==> src/hw/ads_pkg.sv <==
package ads_pkg;

	// ====================================================================
	// host control codes
	// ====================================================================
	localparam int ctrl_w = 3; // width of host control code

	localparam logic [ctrl_w-1:0] CB_IDLE   = 3'd0; // nothing to do
	localparam logic [ctrl_w-1:0] CB_SYSCMD = 3'd1; // system command
	localparam logic [ctrl_w-1:0] CB_WREG   = 3'd2; // single register write
	localparam logic [ctrl_w-1:0] CB_RREG   = 3'd3; // single register read
	// codes 4..7 fall back to idle

	// ====================================================================
	// spi widths and ads1292 opcodes
	// ====================================================================
	localparam int byte_w     = 8; // one spi byte
	localparam int reg_addr_w = 5; // register address field in opcode

	// commands handled on the START and RESET pins, never sent
	localparam logic [byte_w-1:0] CM_RESET = 8'h06;
	localparam logic [byte_w-1:0] CM_START = 8'h08;
	localparam logic [byte_w-1:0] CM_STOP  = 8'h0A;

	// first opcode byte is {prefix, address}
	localparam logic [2:0] OP_RREG = 3'b001; // 001r_rrrr
	localparam logic [2:0] OP_WREG = 3'b010; // 010r_rrrr

	// second opcode byte, number of registers minus one
	localparam logic [byte_w-1:0] OP_NUM_REG = 8'h00; // one register

endpackage
==> src/hw/spi_byte_if.sv <==
`timescale 1ns/1ns

// one byte each way between the frame sequencer and the spi shifter
interface spi_byte_if;

	logic [ads_pkg::byte_w-1:0] tx_byte;  // byte to shift out on mosi
	logic                       tx_valid; // one cycle request, only while tx_ready
	logic                       tx_ready; // shifter idle, drops after tx_valid
	logic [ads_pkg::byte_w-1:0] rx_byte;  // byte sampled from miso
	logic                       rx_valid; // one cycle, after 8th falling edge

	// frame side
	modport sequencer (
		output tx_byte,
		output tx_valid,
		input  tx_ready,
		input  rx_byte,
		input  rx_valid
	);

	// shifter side
	modport engine (
		input  tx_byte,
		input  tx_valid,
		output tx_ready,
		output rx_byte,
		output rx_valid
	);

endinterface

==> src/hw/ads1292_ctrl.sv <==
`timescale 1ns/1ns

module ads1292_ctrl #(
	parameter int CLKS_PER_HALF_BIT = 25,  // sclk = clk / (2 * this)
	parameter int CS_HOLD_CLKS      = 197  // csn low after frame
) (
	input  logic                       i_CLK,
	input  logic                       i_RSTN,

	// host side
	input  logic [ads_pkg::ctrl_w-1:0] i_ads_control,
	input  logic [ads_pkg::byte_w-1:0] i_ads_command,
	input  logic [ads_pkg::byte_w-1:0] i_ads_reg_addr,
	input  logic [ads_pkg::byte_w-1:0] i_ads_data_in,
	output logic [ads_pkg::byte_w-1:0] o_ads_rreg_data,
	output logic                       o_ads_busy,

	// ads1292 side
	output logic                       o_spi_clk,
	input  logic                       i_spi_miso, // chip DOUT
	output logic                       o_spi_mosi, // chip DIN
	output logic                       o_ads_start,
	output logic                       o_ads_resetn,
	output logic                       o_spi_csn
);

	spi_byte_if u_spi_if ();

	// host control to byte requests and pins
	ads_frame_sequencer #(
		.CS_HOLD_CLKS (CS_HOLD_CLKS)
	) u_sequencer (
		.i_CLK           (i_CLK),
		.i_RSTN          (i_RSTN),
		.i_ads_control   (i_ads_control),
		.i_ads_command   (i_ads_command),
		.i_ads_reg_addr  (i_ads_reg_addr),
		.i_ads_data_in   (i_ads_data_in),
		.o_ads_rreg_data (o_ads_rreg_data),
		.o_ads_busy      (o_ads_busy),
		.o_ads_start     (o_ads_start),
		.o_ads_resetn    (o_ads_resetn),
		.o_spi_csn       (o_spi_csn),
		.spi             (u_spi_if.sequencer)
	);

	// mode 1 shifter
	spi_byte_engine #(
		.CLKS_PER_HALF_BIT (CLKS_PER_HALF_BIT)
	) u_engine (
		.i_CLK      (i_CLK),
		.i_RSTN     (i_RSTN),
		.spi        (u_spi_if.engine),
		.i_spi_miso (i_spi_miso),
		.o_spi_clk  (o_spi_clk),
		.o_spi_mosi (o_spi_mosi)
	);

endmodule

==> src/hw/ads_frame_sequencer.sv <==
`timescale 1ns/1ns

module ads_frame_sequencer #(
	parameter int CS_HOLD_CLKS = 197 // csn low time after last byte
) (
	input  logic                        i_CLK,
	input  logic                        i_RSTN,
	input  logic [ads_pkg::ctrl_w-1:0]  i_ads_control,
	input  logic [ads_pkg::byte_w-1:0]  i_ads_command,
	input  logic [ads_pkg::byte_w-1:0]  i_ads_reg_addr,
	input  logic [ads_pkg::byte_w-1:0]  i_ads_data_in,
	output logic [ads_pkg::byte_w-1:0]  o_ads_rreg_data,
	output logic                        o_ads_busy,
	output logic                        o_ads_start,
	output logic                        o_ads_resetn,
	output logic                        o_spi_csn,
	spi_byte_if.sequencer               spi
);

	localparam int HOLD_W = $clog2(CS_HOLD_CLKS + 1);

	// fsm encoding
	localparam logic [2:0] ST_IDLE     = 3'd0;
	localparam logic [2:0] ST_DECODE   = 3'd1; // pins or spi frame
	localparam logic [2:0] ST_PIN_DONE = 3'd2; // pin command applied
	localparam logic [2:0] ST_ISSUE    = 3'd3; // hand byte to shifter
	localparam logic [2:0] ST_WAIT     = 3'd4; // byte on the wire
	localparam logic [2:0] ST_HOLD     = 3'd5; // csn hold after frame

	logic [ads_pkg::ctrl_w-1:0]     r_mode; // decoded host control
	logic [ads_pkg::ctrl_w-1:0]     r_op;   // operation in progress
	logic [2:0]                     r_state;
	logic [ads_pkg::byte_w-1:0]     r_command;
	logic [ads_pkg::reg_addr_w-1:0] r_reg_addr;
	logic [ads_pkg::byte_w-1:0]     r_data_in;
	logic [1:0]                     r_byte_idx; // byte within frame
	logic [1:0]                     r_last_idx; // 0 for command, 2 for register
	logic [HOLD_W-1:0]              r_hold_cnt;
	logic [ads_pkg::byte_w-1:0]     w_frame_byte;
	logic                           w_pin_cmd;

	// ====================================================================
	// host control decode
	// ====================================================================
	always_ff @(posedge i_CLK or negedge i_RSTN) begin
		if (!i_RSTN)
			r_mode <= ads_pkg::CB_IDLE;
		else if (i_ads_control > ads_pkg::CB_RREG)
			r_mode <= ads_pkg::CB_IDLE; // unused codes
		else
			r_mode <= i_ads_control;
	end

	// host bytes follow the inputs while idle, frozen once busy
	always_ff @(posedge i_CLK) begin
		if (r_state == ST_IDLE) begin
			r_command  <= i_ads_command;
			r_reg_addr <= i_ads_reg_addr[ads_pkg::reg_addr_w-1:0]; // upper bits unused
			r_data_in  <= i_ads_data_in;
		end
	end

	assign w_pin_cmd = (r_command == ads_pkg::CM_START) ||
		(r_command == ads_pkg::CM_STOP) ||
		(r_command == ads_pkg::CM_RESET);

	// ====================================================================
	// frame contents
	// ====================================================================
	always_comb begin
		case (r_byte_idx)
			2'd0: begin
				if (r_op == ads_pkg::CB_SYSCMD)
					w_frame_byte = r_command; // plain command byte
				else if (r_op == ads_pkg::CB_WREG)
					w_frame_byte = {ads_pkg::OP_WREG, r_reg_addr};
				else
					w_frame_byte = {ads_pkg::OP_RREG, r_reg_addr};
			end
			2'd1: w_frame_byte = ads_pkg::OP_NUM_REG; // one register
			default: begin
				if (r_op == ads_pkg::CB_WREG)
					w_frame_byte = r_data_in;
				else
					w_frame_byte = '0; // dummy, clocks the read data out
			end
		endcase
	end

	assign spi.tx_byte  = w_frame_byte;
	assign spi.tx_valid = (r_state == ST_ISSUE) & spi.tx_ready; // single cycle

	// ====================================================================
	// frame fsm
	// ====================================================================
	always_ff @(posedge i_CLK or negedge i_RSTN) begin
		if (!i_RSTN) begin
			r_state         <= ST_IDLE;
			r_op            <= ads_pkg::CB_IDLE;
			r_byte_idx      <= 2'd0;
			r_last_idx      <= 2'd0;
			r_hold_cnt      <= '0;
			o_ads_busy      <= 1'b0;
			o_spi_csn       <= 1'b1;
			o_ads_start     <= 1'b0;
			o_ads_resetn    <= 1'b1;
			o_ads_rreg_data <= '0;
		end else begin
			case (r_state)
				ST_IDLE: begin
					o_ads_resetn <= 1'b1; // reset pulse ends here
					o_ads_busy   <= 1'b0;
					o_spi_csn    <= 1'b1;
					r_byte_idx   <= 2'd0;
					r_op         <= r_mode;
					if (r_mode != ads_pkg::CB_IDLE) begin
						o_ads_busy <= 1'b1;
						o_spi_csn  <= 1'b0; // select chip with busy
						r_state    <= ST_DECODE;
					end
				end

				ST_DECODE: begin
					if ((r_op == ads_pkg::CB_SYSCMD) && w_pin_cmd) begin
						// start/stop/reset go out on pins only
						if (r_command == ads_pkg::CM_START)
							o_ads_start <= 1'b1;
						else if (r_command == ads_pkg::CM_STOP)
							o_ads_start <= 1'b0;
						else
							o_ads_resetn <= 1'b0;
						r_state <= ST_PIN_DONE;
					end else begin
						r_last_idx <= (r_op == ads_pkg::CB_SYSCMD) ? 2'd0 : 2'd2;
						r_state    <= ST_ISSUE;
					end
				end

				ST_PIN_DONE: begin
					o_ads_busy <= 1'b0; // csn follows in idle
					r_state    <= ST_IDLE;
				end

				ST_ISSUE: begin
					if (spi.tx_ready)
						r_state <= ST_WAIT; // tx_valid pulsed this cycle
				end

				ST_WAIT: begin
					// read data comes back during the dummy byte
					if (spi.rx_valid && (r_op == ads_pkg::CB_RREG) && (r_byte_idx == 2'd2))
						o_ads_rreg_data <= spi.rx_byte;

					if (spi.tx_ready) begin
						if (r_byte_idx == r_last_idx) begin
							r_hold_cnt <= '0;
							r_state    <= ST_HOLD;
						end else begin
							r_byte_idx <= r_byte_idx + 1'b1;
							r_state    <= ST_ISSUE;
						end
					end
				end

				ST_HOLD: begin
					if (r_hold_cnt == HOLD_W'(CS_HOLD_CLKS - 1)) begin
						o_spi_csn  <= 1'b1; // deselect and finish together
						o_ads_busy <= 1'b0;
						r_state    <= ST_IDLE;
					end else begin
						r_hold_cnt <= r_hold_cnt + 1'b1;
					end
				end

				default: r_state <= ST_IDLE;
			endcase
		end
	end

endmodule

==> src/hw/spi_byte_engine.sv <==
`timescale 1ns/1ns

module spi_byte_engine #(
	parameter int CLKS_PER_HALF_BIT = 25 // sys clocks per sclk half period, >= 2
) (
	input  logic       i_CLK,
	input  logic       i_RSTN,
	spi_byte_if.engine spi,
	input  logic       i_spi_miso,
	output logic       o_spi_clk,
	output logic       o_spi_mosi
);

	localparam int HALF_W = $clog2(CLKS_PER_HALF_BIT);
	localparam int EDGES  = 2 * ads_pkg::byte_w; // 16 sclk edges per byte
	localparam int EDGE_W = $clog2(EDGES + 1);

	logic [HALF_W-1:0]          r_half_cnt; // clocks inside current half bit
	logic [EDGE_W-1:0]          r_edge_cnt; // sclk edges still to go
	logic                       r_sclk;
	logic                       r_tx_ready;
	logic                       r_rx_valid;
	logic                       r_mosi;
	logic [ads_pkg::byte_w-1:0] r_tx_shift;
	logic [ads_pkg::byte_w-1:0] r_rx_shift;
	logic [ads_pkg::byte_w-1:0] r_rx_byte;
	logic                       w_start;
	logic                       w_half_done;
	logic                       w_rise;
	logic                       w_fall;
	logic                       w_last_fall;

	// ====================================================================
	// edge strobes
	// ====================================================================
	assign w_start     = spi.tx_valid & r_tx_ready;
	assign w_half_done = (r_edge_cnt != '0) &&
		(r_half_cnt == HALF_W'(CLKS_PER_HALF_BIT - 1));
	assign w_rise      = w_half_done & ~r_sclk; // mode 1, mosi changes here
	assign w_fall      = w_half_done & r_sclk;  // mode 1, miso sampled here
	assign w_last_fall = w_fall && (r_edge_cnt == EDGE_W'(1));

	// ====================================================================
	// sclk generation and handshake
	// ====================================================================
	always_ff @(posedge i_CLK or negedge i_RSTN) begin
		if (!i_RSTN) begin
			r_tx_ready <= 1'b1;
			r_edge_cnt <= '0;
			r_half_cnt <= '0;
			r_sclk     <= 1'b0; // cpol 0
			r_rx_valid <= 1'b0;
			r_mosi     <= 1'b0;
		end else begin
			r_rx_valid <= w_last_fall; // byte complete

			if (w_start) begin
				// new byte, start counting half bits
				r_tx_ready <= 1'b0;
				r_edge_cnt <= EDGE_W'(EDGES);
				r_half_cnt <= '0;
			end else if (r_edge_cnt != '0) begin
				if (w_half_done) begin
					r_half_cnt <= '0;
					r_edge_cnt <= r_edge_cnt - 1'b1;
					r_sclk     <= ~r_sclk;
				end else begin
					r_half_cnt <= r_half_cnt + 1'b1;
				end
			end else begin
				r_tx_ready <= 1'b1; // 8th bit period over
			end

			// msb first, put next bit out on the leading edge
			if (w_rise)
				r_mosi <= r_tx_shift[ads_pkg::byte_w-1];
		end
	end

	// shift registers, payload only
	always_ff @(posedge i_CLK) begin
		if (w_start)
			r_tx_shift <= spi.tx_byte;
		else if (w_rise)
			r_tx_shift <= {r_tx_shift[ads_pkg::byte_w-2:0], 1'b0};

		if (w_fall)
			r_rx_shift <= {r_rx_shift[ads_pkg::byte_w-2:0], i_spi_miso};

		if (w_last_fall)
			r_rx_byte <= {r_rx_shift[ads_pkg::byte_w-2:0], i_spi_miso}; // full byte incl last bit
	end

	assign spi.tx_ready = r_tx_ready;
	assign spi.rx_valid = r_rx_valid;
	assign spi.rx_byte  = r_rx_byte;
	assign o_spi_clk    = r_sclk;
	assign o_spi_mosi   = r_mosi;

endmodule

==> config.mk <==
export PLATFORM = sky130hd
export DESIGN_NAME = ads1292_ctrl
export DESIGN_NICKNAME = d
export VERILOG_FILES = /design/src/hw/ads_pkg.sv /design/src/hw/spi_byte_if.sv /design/src/hw/ads1292_ctrl.sv /design/src/hw/ads_frame_sequencer.sv /design/src/hw/spi_byte_engine.sv
export SDC_FILE = /design/constraint.sdc
export NUM_CORES = 1
export LEC_CHECK = 0
export BUFFER_PORTS_ARGS = -buffer_cell sky130_fd_sc_hd__buf_2
export CORE_ASPECT_RATIO = 1.2
export CORE_MARGIN = 2
export CORE_UTILIZATION = 58
export DETAILED_ROUTE_END_ITERATION = 8
export PLACE_DENSITY_LB_ADDON = 0.12
export SLEW_MARGIN = 20
export SYNTH_ARGS = -nofsm -noshare
export SYNTH_HDL_FRONTEND = slang
export SYNTH_HIERARCHICAL = 1
export SYNTH_SLANG_ARGS = --single-unit
export TNS_END_PERCENT = 50
==> constraint.sdc <==
create_clock -name i_CLK -period 2.65 [get_ports i_CLK]
set_input_delay 0 -clock i_CLK [delete_from_list [all_inputs] [get_ports i_CLK]]
set_output_delay 0 -clock i_CLK [all_outputs]
set_load 0.1 [all_outputs]
### Word-level counts from Yosys, hierarchy flattened

Cells that the tools add are included.

* register bits after elaboration: 91
* input bits: 30
* output and inout bits: 14
* word-level logic and storage cells: 136

* add/subtract/negate cells: 4
* order comparisons: 1
* eq/ne operators: 28
* muxes and demuxes: 42
* bitwise gates (word level): 7
* reduce and logical (&&, ||, !) cells: 31

Operator list (count)
* two-way mux 8 bit: 7
* case mux 8 bit (2 select lines): 2
* two-way mux 5 bit: 6
* two-way mux 3 bit: 6
* equality test 8 x 4 -> 1 bit, second input constant: 2
* nonzero test 2 bit: 8
* case mux 3 bit (5 select lines): 1
* equality test 3 x 2 -> 1 bit, second input constant: 4
* two-way mux 1 bit: 12
* != test 2 x 1 -> 1 bit, second input constant: 6
* AND reduction 4 bit: 3
* != test 2 bit, second input constant: 5
* AND reduction 2 bit: 5
* AND reduction 3 bit: 3
* adder 8 x 1 -> 8 bit, second input constant: 1
* equality test 8 x 3 -> 1 bit, second input constant: 1
* equality test 8 bit, second input constant: 1
* two-way mux 7 bit: 1
* equality test 3 x 1 -> 1 bit, second input constant: 2
* equality test 3 bit, second input constant: 2
* two-way mux 2 bit: 3
* nonzero test 3 bit: 2
* adder 5 x 1 -> 5 bit, second input constant: 1
* equality test 5 x 1 -> 1 bit, second input constant: 1
* 17 further kinds: 28

### Longest topological paths before layout

Gate-level depths: netlist of the first run.

* depth in word-level cells: 6
* gate-level depth with buffers: 8
* gate-level depth less buffers: 7

### By module

The synthesis of the first run kept the hierarchy.

By module, submodules not included
* ads_frame_sequencer: times used 1, cells an instance 200, area each 2463.6 µm², seq. area each 1433.9 µm²
* spi_byte_engine: times used 1, cells an instance 120, area each 1531.5 µm², seq. area each 1042.2 µm²

### Least setup slack after synthesis of the first run

Ideal clock, no wire load.

* path kind: register to register
* start: register u_engine.r_sclk, in the netlist u_engine/o_spi_clk
* end: register u_engine.r_rx_byte (netlist bit u_engine/spi.rx_byte[0]), enable pin
* setup time: 397 ps
* arrival time: 2008 ps
* required time: 2253 ps
* path slack: 245 ps
* stages on the path, launching flop included: 3
* period minus slack after synthesis: 2405 ps
* path through: dfrtp_1 -> nand3_1 -> nor4_1

* word-level cells in the longest chain between the ends: 2

Ends and longest elaborated chain
* start, declared: RTL line spi_byte_engine.sv:20 `logic r_sclk;`
* start signal, assigned: RTL line spi_byte_engine.sv:66 `r_sclk <= ~r_sclk;`
* AND 1 bit: RTL line spi_byte_engine.sv:40 `assign w_fall = w_half_done & r_sclk;`
* logical AND 1 bit: RTL line spi_byte_engine.sv:41 `assign w_last_fall = w_fall && (r_edge_cnt == EDGE_W'(1));`
* named net u_engine.w_last_fall: RTL line spi_byte_engine.sv:31 `logic w_last_fall;`
* end signal, assigned: RTL line spi_byte_engine.sv:91 `r_rx_byte <= {r_rx_shift[ads_pkg::byte_w-2:0], i_spi_miso};`
* end, declared: RTL line spi_byte_engine.sv:26 `logic [ads_pkg::byte_w-1:0] r_rx_byte;`

The timed path passes the listed nets, and every way through them passes these cells.
A chain may end at the register's enable or synchronous reset.

### Worst setup path after layout of the first run

* start: register u_sequencer.r_state[2]
* end: register u_sequencer/o_ads_rreg_data[7] (netlist name)

* word-level cells in the longest chain between the ends: 2

Ends and longest elaborated chain
* start, declared: RTL line ads_frame_sequencer.sv:32 `logic [2:0] r_state;`
* start signal, assigned: RTL line ads_frame_sequencer.sv:98 `r_state <= ST_IDLE;`
* start signal, assigned: RTL line ads_frame_sequencer.sv:119 `r_state <= ST_DECODE;`
* start signal, assigned: RTL line ads_frame_sequencer.sv:132 `r_state <= ST_PIN_DONE;`
* equality test 3 bit: RTL line ads_frame_sequencer.sv:109 `case (r_state)`
* AND reduction 2 bit (no source line)
* end signal, assigned: RTL line ads_frame_sequencer.sv:152 `o_ads_rreg_data <= spi.rx_byte;`
* end, declared: RTL line ads_frame_sequencer.sv:12 `output logic [ads_pkg::byte_w-1:0] o_ads_rreg_data,`

Every way passes these cells.

==> results of run 1 <==
## cells by family (layout without fill, tap and decap cells)
| logic type | Yosys count | count (layout) | synth area share |
|---|---|---|---|
| AND/OR/NAND/NOR | 114 | 114 | 0.1629 |
| flip-flops | 90 | 90 | 0.6198 |
| AO/OA/AOI/OAI | 64 | 64 | 0.1118 |
| buffers and inverters | 23 | 100 | 0.02443 |
| multiplexers | 17 | 17 | 0.04760 |
| adder cells (fa/ha/maj) | 9 | 9 | 0.02819 |
| XOR/XNOR | 2 | 2 | 0.004385 |
| other | 1 | 1 | 0.0009387 |
## stage by stage
stage | worst slack (ps) | cells | instance area (um^2) | hold slack [ps]
floorplan | 245.1 | 320 | 3995 | -295.6
global placement | 681.3 | 442 | 4309 | 125.1
detailed placement | 627.9 | 442 | 4309 | 133.6
CTS | 598.3 | 484 | 4778 | 279.2
global route | 474.3 | 484 | 4778 | 336.5
finish | 617.2 | 484 | 4778 | 264.4
## synth_stat cells, types with 2 or more instances
library cell	n	area, um^2
a21o_1	3	22.52
or4_1	2	15.01
edfxtp_1	44	1321
o211ai_1	2	15.01
ha_1	9	112.6
a21oi_1	15	75.07
nor3_2	3	30.03
or3_1	2	12.51
nor3_1	8	40.04
clkbuf_1	7	26.28
and2_1	4	25.02
a22o_1	6	52.55
nor2b_1	6	37.54
nand4b_1	2	17.52
nand2b_1	3	18.77
mux2_2	16	180.2
buf_2	3	15.01
o22ai_1	3	18.77
or3b_1	3	26.28
and3_1	2	12.51
xnor2_1	2	17.52
o21ai_0	11	55.05
nand4_1	2	12.51
nand2_1	39	146.4
dfrtp_1	43	1076
nor2_1	10	37.54
o41ai_1	2	17.52
a31oi_1	2	12.51
a311oi_1	3	26.28
a41oi_1	3	26.28
dfstp_2	3	78.83
nand3_1	15	75.07
inv_1	12	45.04
## routing by layer
layer  global-route usage  routed length, um  up-vias
li1                     -                  -     1336
met1               0.2757               3303     1348
met2               0.3522               3758       54
met3              0.03250                226       12
met4              0.09463                137        0
met5                    0                  0        -
## timing repair
action | in CTS | in global routing
gates resized for setup | 0 | 0
hold endpoints to repair | 56 | 0
hold buffers | 26 | 0
## power by group through the flow
stage	Clock, mW	Sequential [mW]	Combinational [mW]
finish	0.957	2.25	1.55
global route	1.04	2.31	1.71
detailed placement	0	2.28	1.52
CTS	0.983	2.25	1.55
global placement	0	2.25	1.48
floorplan	0	2.39	1.02
## worst register-to-register path, stage by stage (launching register included)
cell and delay, ps:
dfrtp_1 740, nand4_1 240, nor4_4 520, mux2_2 410
## sequential cells by signal, indices dropped and copies added (netlist names), 5 cells and up
| register | cells |
|---|---|
| u_engine/r_tx_shift | 8 |
| u_engine/spi.rx_byte | 8 |
| u_sequencer/o_ads_rreg_data | 8 |
| u_sequencer/r_command | 8 |
| u_sequencer/r_data_in | 8 |
| u_sequencer/r_hold_cnt | 8 |
| u_engine/r_rx_shift | 7 |
| u_engine/r_edge_cnt | 5 |
| u_engine/r_half_cnt | 5 |
| u_sequencer/r_reg_addr | 5 |
## final cells by class
type                            count  area (um^2)
Sequential cell                    90         2476
Fill cell                         489         1993
Multi-Input combinational cell    207         1434
Timing Repair Buffer               72        505.5
Clock buffer                       10        137.6
Tap cell                           87        108.9
Clock inverter                      6        71.32
Inverter                           12        45.04
## path summary, 6_finish.rpt
path,startpoint,end,slack [ps]
max,u_sequencer/r_state[2]$_DFFE_PN0P_,u_sequencer/o_ads_rreg_data[7]$_DFFE_PN0P_,620
min,i_RSTN,u_engine/r_half_cnt[3]$_DFFE_PN0P_,260
max reg2reg,u_sequencer/r_state[2]$_DFFE_PN0P_,u_sequencer/o_ads_rreg_data[7]$_DFFE_PN0P_,620
min reg2reg,u_engine/r_rx_shift[6]$_DFFE_PP_,u_engine/spi.rx_byte[7]$_DFFE_PP_,430
max in group asynchronous,i_RSTN,u_engine/r_edge_cnt[2]$_DFFE_PN0P_,1690
min in group i_CLK,i_ads_reg_addr[0],u_sequencer/r_reg_addr[0]$_DFFE_PP_,350
==> impl_metrics.json, run 1 <==
{
  "status": "completed",
  "dieArea_mm2": 0.007571,
  "grt_max_degree": 36,
  "synth-edff-count": 44,
  "routedWlPerCell_um": 15.34,
  "cpMaxStageDelayCell": "dfrtp_1",
  "dr_total_vias": 2750,
  "die_w_um": 79.77,
  "seq_area_frac_synth": 0.6198,
  "min_period_over_period": 0.7671,
  "p_total_mw": 4.754,
  "vdd_ir_drop_max_uv": 894.4,
  "crit_type": "reg -> reg",
  "cts-htree-levels": 3,
  "finalNetCount": 431,
  "syn_nets": 359,
  "crit_buf_inv": 0,
  "drt_wl_total_mm": 7.426,
  "startpoint_type": "register",
  "fin_util": 0.7057,
  "comb_power_share": 0.325,
  "grt_pass1_wl_mm": 12.13,
  "final_common_cell": "edfxtp_1",
  "area_delta_synth_final_pct": 19.61,
  "cts_buffer_depth": 2,
  "synth.distinct_cells": 63,
  "gp_congestion": 0.8049,
  "path_delay_family": "simple AND/OR/NAND/NOR gates",
  "post_cts_buffers": 0,
  "firstDrtPassIters": 4,
  "syn-cell-area_mm2": 0.003995,
  "hold_viol": 0,
  "fmax_ghz": 0.4919,
  "synth_ff_type": "edfxtp_1",
  "rsz0062_at_grt": "false",
  "final_cell_mix": "edfxtp_1 (44), dfrtp_1 (43), buf_2 (40)",
  "drtIter0Drc": 161,
  "cp_data_required_time_ps": 2890,
  "skew_ps": 15.59,
  "worstMarginPinSlew_ps": 818.2,
  "p_clk_frac": 0.201,
  "numCtsBuffers": 9,
  "path_cells": "nand4_1, nor4_4, mux2_2",
  "drv_slew": 0,
  "synthArstFlopShare": 0.5111,
  "synth_cells": 320,
  "ant_nets": 0,
  "core_mm2": 0.006771,
  "yosys_warnings": 6,
  "grt_use_total": 0.2117,
  "drc_errors": 0,
  "grt_overflow": 0,
  "seqPwrFrac": 0.474,
  "io_buffers": 40,
  "post-route-min-period_ps": 2033,
  "synth-seq-cells": 90,
  "setup_viol": 0,
  "setup_tns_ps": 0,
  "worstHoldPathType": "in -> async",
  "clk_latency_ps": 360,
  "tritoncts": "built",
  "root_buffer": "clkbuf_8",
  "first_global_vias": 2616,
  "max_cap_viol_count": 0,
  "ioPinCount": 44,
  "p_int_mw": 2.956,
  "p_sw_mw": 1.798,
  "antenna_found_initial": 0,
  "fp.dieH_um": 94.92,
  "drive_gt1_frac": 0.2393,
  "max-slew-margin-rel": 0.4545,
  "path_depth": 3,
  "vias_per_cell": 5.682,
  "r2r_cells": 3,
  "rows": 33,
  "worstPathMaxFanout": 19,
  "p_leak_nw": 2.010,
  "hpwl_mm": 4.973,
  "clk_pin_slew_ps": 90,
  "avgSynthCellArea_um2": 12.48,
  "cp-end-kind": "register",
  "diodes": 0,
  "swShare": 0.3782,
  "power_density_mw_per_mm2": 994.8,
  "start_util": 0.5900,
  "critPathMaxStageDelay_ps": 740,
  "cp.arrival_ps": 2270,
  "cts_sinks": 90
}
(Power assumes the default switching activity.)
==> inputs of run 2 (changes only) <==
--- a/config.mk
+++ b/config.mk
@@ -8,7 +8,7 @@
 export BUFFER_PORTS_ARGS = -buffer_cell sky130_fd_sc_hd__buf_2
 export CORE_ASPECT_RATIO = 1.2
 export CORE_MARGIN = 2
-export CORE_UTILIZATION = 58
+export CORE_UTILIZATION = 52
 export DETAILED_ROUTE_END_ITERATION = 8
 export PLACE_DENSITY_LB_ADDON = 0.12
 export SLEW_MARGIN = 20
==> constraint.sdc (replaced) <==
create_clock -name i_CLK -period 1.72 [get_ports i_CLK]
set_input_delay 0 -clock i_CLK [delete_from_list [all_inputs] [get_ports i_CLK]]
set_output_delay 0 -clock i_CLK [all_outputs]
set_load 0.1 [all_outputs]
==> run 2 against run 1 <==
Effect of this change:
- the flow now finishes with violations (setup timing)
- global-route usage shrank 1.1 points
- sequential cell count unchanged
- non-clock buffer count increased by 40
- sequential power is 48% higher
- worst hold slack got worse by 170 ps
- maximum frequency is 17% higher
- critical path type unchanged
==> impl_metrics.json, run 2 (same netlist as run 1, synthesis figures left out) <==
{
  "violations": "setup timing",
  "startpoint_type": "register",
  "setup_viol": 1,
  "drv_slew": 0,
  "area_delta_synth_final_pct": 30.50,
  "antenna_found_initial": 0,
  "hold_viol": 0,
  "diodes": 0,
  "dr_total_vias": 2917,
  "core_mm2": 0.007576,
  "grt_max_degree": 32,
  "worstPathMaxFanout": 2,
  "post-route-min-period_ps": 1734,
  "vdd_ir_drop_max_uv": 1292,
  "dieArea_mm2": 0.008403,
  "skew_ps": 13.37,
  "final_cell_mix": "edfxtp_1 (44), buf_4 (41), buf_2 (40), dfrtp_1 (40), nand2_1 (38)",
  "status": "complete, but fails checks",
  "clk_latency_ps": 350,
  "final_common_cell": "edfxtp_1",
  "rows": 35,
  "rsz0062_at_grt": "true",
  "grt_overflow": 0,
  "setup_ws_ps": -14.25,
  "cp.arrival_ps": 1970,
  "drt_wl_total_mm": 8.048,
  "ant_nets": 0,
  "root_buffer": "clkbuf_8",
  "cts_buffer_depth": 2,
  "finalNetCount": 471,
  "max_cap_viol_count": 0,
  "drc_errors": 0,
  "crit_type": "reg -> reg",
  "min_period_over_period": 1.008,
  "fp.dieH_um": 100.0,
  "cts_sinks": 90,
  "routedWlPerCell_um": 15.21,
  "vias_per_cell": 5.514,
  "holdWs_ps": 99.01,
  "firstDrtPassIters": 4,
  "numCtsBuffers": 9,
  "start_util": 0.5273,
  "power_density_mw_per_mm2": 1563,
  "io_buffers": 40,
  "die_w_um": 84.02,
  "gp_congestion": 0.7858,
  "clk_pin_slew_ps": 100,
  "cts-htree-levels": 3,
  "drive_gt1_frac": 0.3478,
  "ioPinCount": 44,
  "hpwl_mm": 5.356,
  "drtIter0Drc": 146,
  "register_area_mm2": 0.002480,
  "p_total_mw": 8.147,
  "p_leak_nw": 2.245,
  "tritoncts": "built",
  "fmax_ghz": 0.5766,
  "grt_use_total": 0.2009,
  "cp_data_required_time_ps": 1950,
  "multi_input_area_mm2": 0.001508,
  "first_global_vias": 2792,
  "grt_pass1_wl_mm": 13.19,
  "worstHoldPathType": "in -> async",
  "fill_cells": 557,
  "cp-end-kind": "register"
}
## run 2: stage by stage
step	instances	cell area [um^2]	setup TNS [ps]	utilization	worst slack [ps]
after floorplan	320	4028	-278.4	-	-47.11
after CTS	527	5137	-27.21	0.6781	-20.95
final	529	5214	-14.25	0.6882	-14.25
after global routing	529	5214	-149.1	0.6882	-74.26
after detailed placement	482	4616	-98.52	0.6092	-49.63
after global placement	482	4616	-1.015	0.6092	-1.015
## run 2: routing by layer
| layer | GRT usage | up-vias | share of wire |
|---|---|---|---|
| met5 | 0 | - | 0 |
| met4 | 0.05459 | 0 | 0.0058 |
| met3 | 0.04770 | 4 | 0.035 |
| met2 | 0.3385 | 56 | 0.51 |
| met1 | 0.2645 | 1442 | 0.45 |
| li1 | - | 1415 | - |
## run 2: final timing paths
path                            cells after the start                                   to  slack, ps                                from
worst min-delay path                                2   u_engine/r_edge_cnt[0]$_DFFE_PN0P_        100                              i_RSTN
max in group asynchronous                           3    u_sequencer/o_spi_csn$_DFFE_PN1P_       1050                              i_RSTN
worst max register to register                      4  u_sequencer/o_ads_start$_DFFE_PN0P_        -10  u_sequencer/r_command[5]$_DFFE_PP_
worst min register to register                      0    u_engine/spi.rx_byte[7]$_DFFE_PP_        430    u_engine/r_rx_shift[6]$_DFFE_PP_
min in group i_CLK                                  2   u_sequencer/r_command[1]$_DFFE_PP_        350                    i_ads_command[1]
worst max-delay path                                4  u_sequencer/o_ads_start$_DFFE_PN0P_        -10  u_sequencer/r_command[5]$_DFFE_PP_
## run 2: worst max-delay path, stage by stage, from the launching register on
cell	delay, ps
edfxtp_1	400
or4_4	570
nor3_4	140
or3b_1	380
mux2i_1	120
## run 2: power breakdown
part / internal (mW) / switching (mW)
Clock: 0.831 / 0.774
Combinational: 1.39 / 1.83
Sequential: 2.92 / 0.395
Total: 5.15 / 3.00
## run 2: repair_timing
action	in CTS	in global routing
hold endpoints to repair	68	0
pin swaps	3	4
setup endpoints to repair	3	54
cloned	0	0
gates resized for setup	4	20
setup buffers	3	2
hold buffers	26	0
## run 2: area by class of cell
type	count	share of cell area
tap	92	0.02208
sequential	90	0.4756
multi-input combinational	207	0.2892
inverter	12	0.008639
timing repair buffer	112	0.1615
clock inverter	7	0.01920
clock buffer	9	0.02376
==> inputs of run 3 (changes only) <==
--- a/config.mk
+++ b/config.mk
@@ -6,9 +6,11 @@
 export NUM_CORES = 1
 export LEC_CHECK = 0
 export BUFFER_PORTS_ARGS = -buffer_cell sky130_fd_sc_hd__buf_2
+export CELL_PAD_IN_SITES_DETAIL_PLACEMENT = 0
+export CELL_PAD_IN_SITES_GLOBAL_PLACEMENT = 2
 export CORE_ASPECT_RATIO = 1.2
 export CORE_MARGIN = 2
-export CORE_UTILIZATION = 52
+export CORE_UTILIZATION = 36
 export DETAILED_ROUTE_END_ITERATION = 8
 export PLACE_DENSITY_LB_ADDON = 0.12
 export SLEW_MARGIN = 20
==> run 3 against run 2 <==
Effect of this change:
- the flow still finishes with violations (setup timing)
- sequential share of layout area fell by 2.3 points
- die area is 42% higher
- register-to-register slack hardly changed
- worst hold slack better by 71 ps
- combinational power up 6.5%
- clock-buffer cell count rose by 1
- maximum frequency grew 0.18%
- via count is essentially flat
- clock skew down 4.6 ps
==> impl_metrics.json, run 3 (same netlist as run 1, synthesis figures left out) <==
{
  "placed_area_mm2": 0.004753,
  "p_clk_frac": 0.237,
  "clk_latency_ps": 340,
  "finalNetCount": 481,
  "clk_pin_slew_ps": 70,
  "ioPinCount": 44,
  "cp.arrival_ps": 1950,
  "vdd_ir_drop_max_uv": 898.7,
  "power_density_mw_per_mm2": 1611,
  "status": "complete, but fails checks",
  "post-place-ws_ps": -66.29,
  "hpwl_mm": 6.116,
  "violations": "setup timing",
  "drtIter0Drc": 122,
  "cts-htree-levels": 3,
  "fmax_ghz": 0.5777,
  "drive_gt1_frac": 0.3669,
  "worstHoldPathType": "in -> async",
  "gp_congestion": 0.8047,
  "tritoncts": "built",
  "max-slew-margin-rel": 0.6621,
  "comb_power_share": 0.388,
  "grt_use_total": 0.1590,
  "post-route-min-period_ps": 1731,
  "diodes": 0,
  "setup_viol": 1,
  "p_int_mw": 5.675,
  "cp-end-kind": "register",
  "seqPwrFrac": 0.375,
  "startpoint_type": "register",
  "swShare": 0.3568,
  "cts_sinks": 90,
  "area_delta_synth_final_pct": 37.05,
  "dr_total_vias": 2918,
  "cp_data_required_time_ps": 1940,
  "min_period_over_period": 1.006,
  "firstDrtPassIters": 6,
  "final_cell_mix": "buf_4 (51), edfxtp_1 (44), dfrtp_1 (41)",
  "holdWs_ps": 170.3,
  "fp.dieH_um": 119.4,
  "grt_pass1_wl_mm": 14.63,
  "worstMarginPinSlew_ps": 506.8,
  "antenna_found_initial": 0,
  "grt_max_degree": 25,
  "core_mm2": 0.01093,
  "hold_viol": 0,
  "r2r_cells": 4,
  "die_w_um": 100.2,
  "rsz0062_at_grt": "true",
  "p_sw_mw": 3.149,
  "skew_ps": 8.783,
  "ant_nets": 0,
  "p_total_mw": 8.823,
  "io_buffers": 40,
  "rows": 42,
  "setup_ws_ps": -11.14,
  "vias_per_cell": 5.040,
  "crit_type": "reg -> reg",
  "grt_overflow": 0,
  "first_global_vias": 2934,
  "root_buffer": "clkbuf_16",
  "dieArea_mm2": 0.01196,
  "final_common_cell": "buf_4",
  "drt_wl_total_mm": 8.904,
  "p_leak_nw": 2.356,
  "start_util": 0.3655,
  "routedWlPerCell_um": 15.38,
  "drc_errors": 0,
  "numCtsBuffers": 9,
  "worstPathMaxFanout": 2,
  "fin_area_mm2": 0.005475,
  "max_cap_viol_count": 0,
  "drv_slew": 0,
  "cts_buffer_depth": 2
}
-- run 3: metrics by stage --
stage                     utilization  TNS [ps]  instances
after floorplan                     -    -278.4        320
after global placement         0.4349    -142.9        532
after detailed placement       0.4349    -215.1        532
after CTS                      0.4899    -4.539        574
after global routing           0.5009    -395.2        579
final                          0.5009    -11.14        579
-- run 3: path summary, 6_finish.rpt --
kind,startpoint,endpoint,slack [ps]
max in group asynchronous,i_RSTN,u_sequencer/o_ads_resetn$_DFFE_PN1P_,900
min reg2reg,u_engine/r_rx_shift[6]$_DFFE_PP_,u_engine/spi.rx_byte[7]$_DFFE_PP_,420
min in group i_CLK,i_ads_control[2],u_sequencer/r_mode[1]$_DFF_PN0_,350
max,u_sequencer/r_command[4]$_DFFE_PP_,u_sequencer/o_ads_start$_DFFE_PN0P_,-10
min,i_RSTN,u_engine/r_edge_cnt[0]$_DFFE_PN0P_,170
max reg2reg,u_sequencer/r_command[4]$_DFFE_PP_,u_sequencer/o_ads_start$_DFFE_PN0P_,-10
-- run 3: timing repair --
item	4_1_cts	5_1_grt
buffers inserted	0	4
setup endpoints to repair	25	39
endpoints found under the hold margin	43	0
hold buffers	26	0
pin swaps	1	3
cloned	0	1
resized for setup	6	21
-- run 3: layer usage --
| layer | wire length [um] | track usage | part of all wire | vias to the layer above |
|---|---|---|---|---|
| met1 | 4065 | 0.2042 | 0.46 | 1433 |
| met2 | 4504 | 0.2643 | 0.51 | 35 |
| met4 | 131 | 0.05651 | 0.015 | 0 |
| met3 | 203 | 0.03345 | 0.023 | 10 |
| li1 | - | - | - | 1440 |
| met5 | 0 | 0 | 0 | - |
-- run 3: power by group through the flow --
stage / registers, mW / clock network [mW] / logic [mW]
detailed placement: 3.32 / 0 / 3.19
finish: 3.31 / 2.09 / 3.43
global placement: 3.31 / 0 / 3.18
CTS: 3.28 / 2.15 / 3.28
global route: 3.38 / 2.25 / 3.72
floorplan: 3.69 / 0 / 1.60
-- run 3: worst max-delay path: stages, from the launching register on --
cell	delay [ps]
edfxtp_1	380
or4_4	580
nor3_4	140
or3b_4	400
mux2i_1	120
-- run 3: layout make-up --
type,instances,area (um^2)
multi-input cells,207,1541
inverters,12,45.04
clock inverters,6,68.82
repair buffers,122,925.9
flip-flops and latches,90,2479
well taps,132,165.2
clock buffers,10,250.2
fillers,977,5455
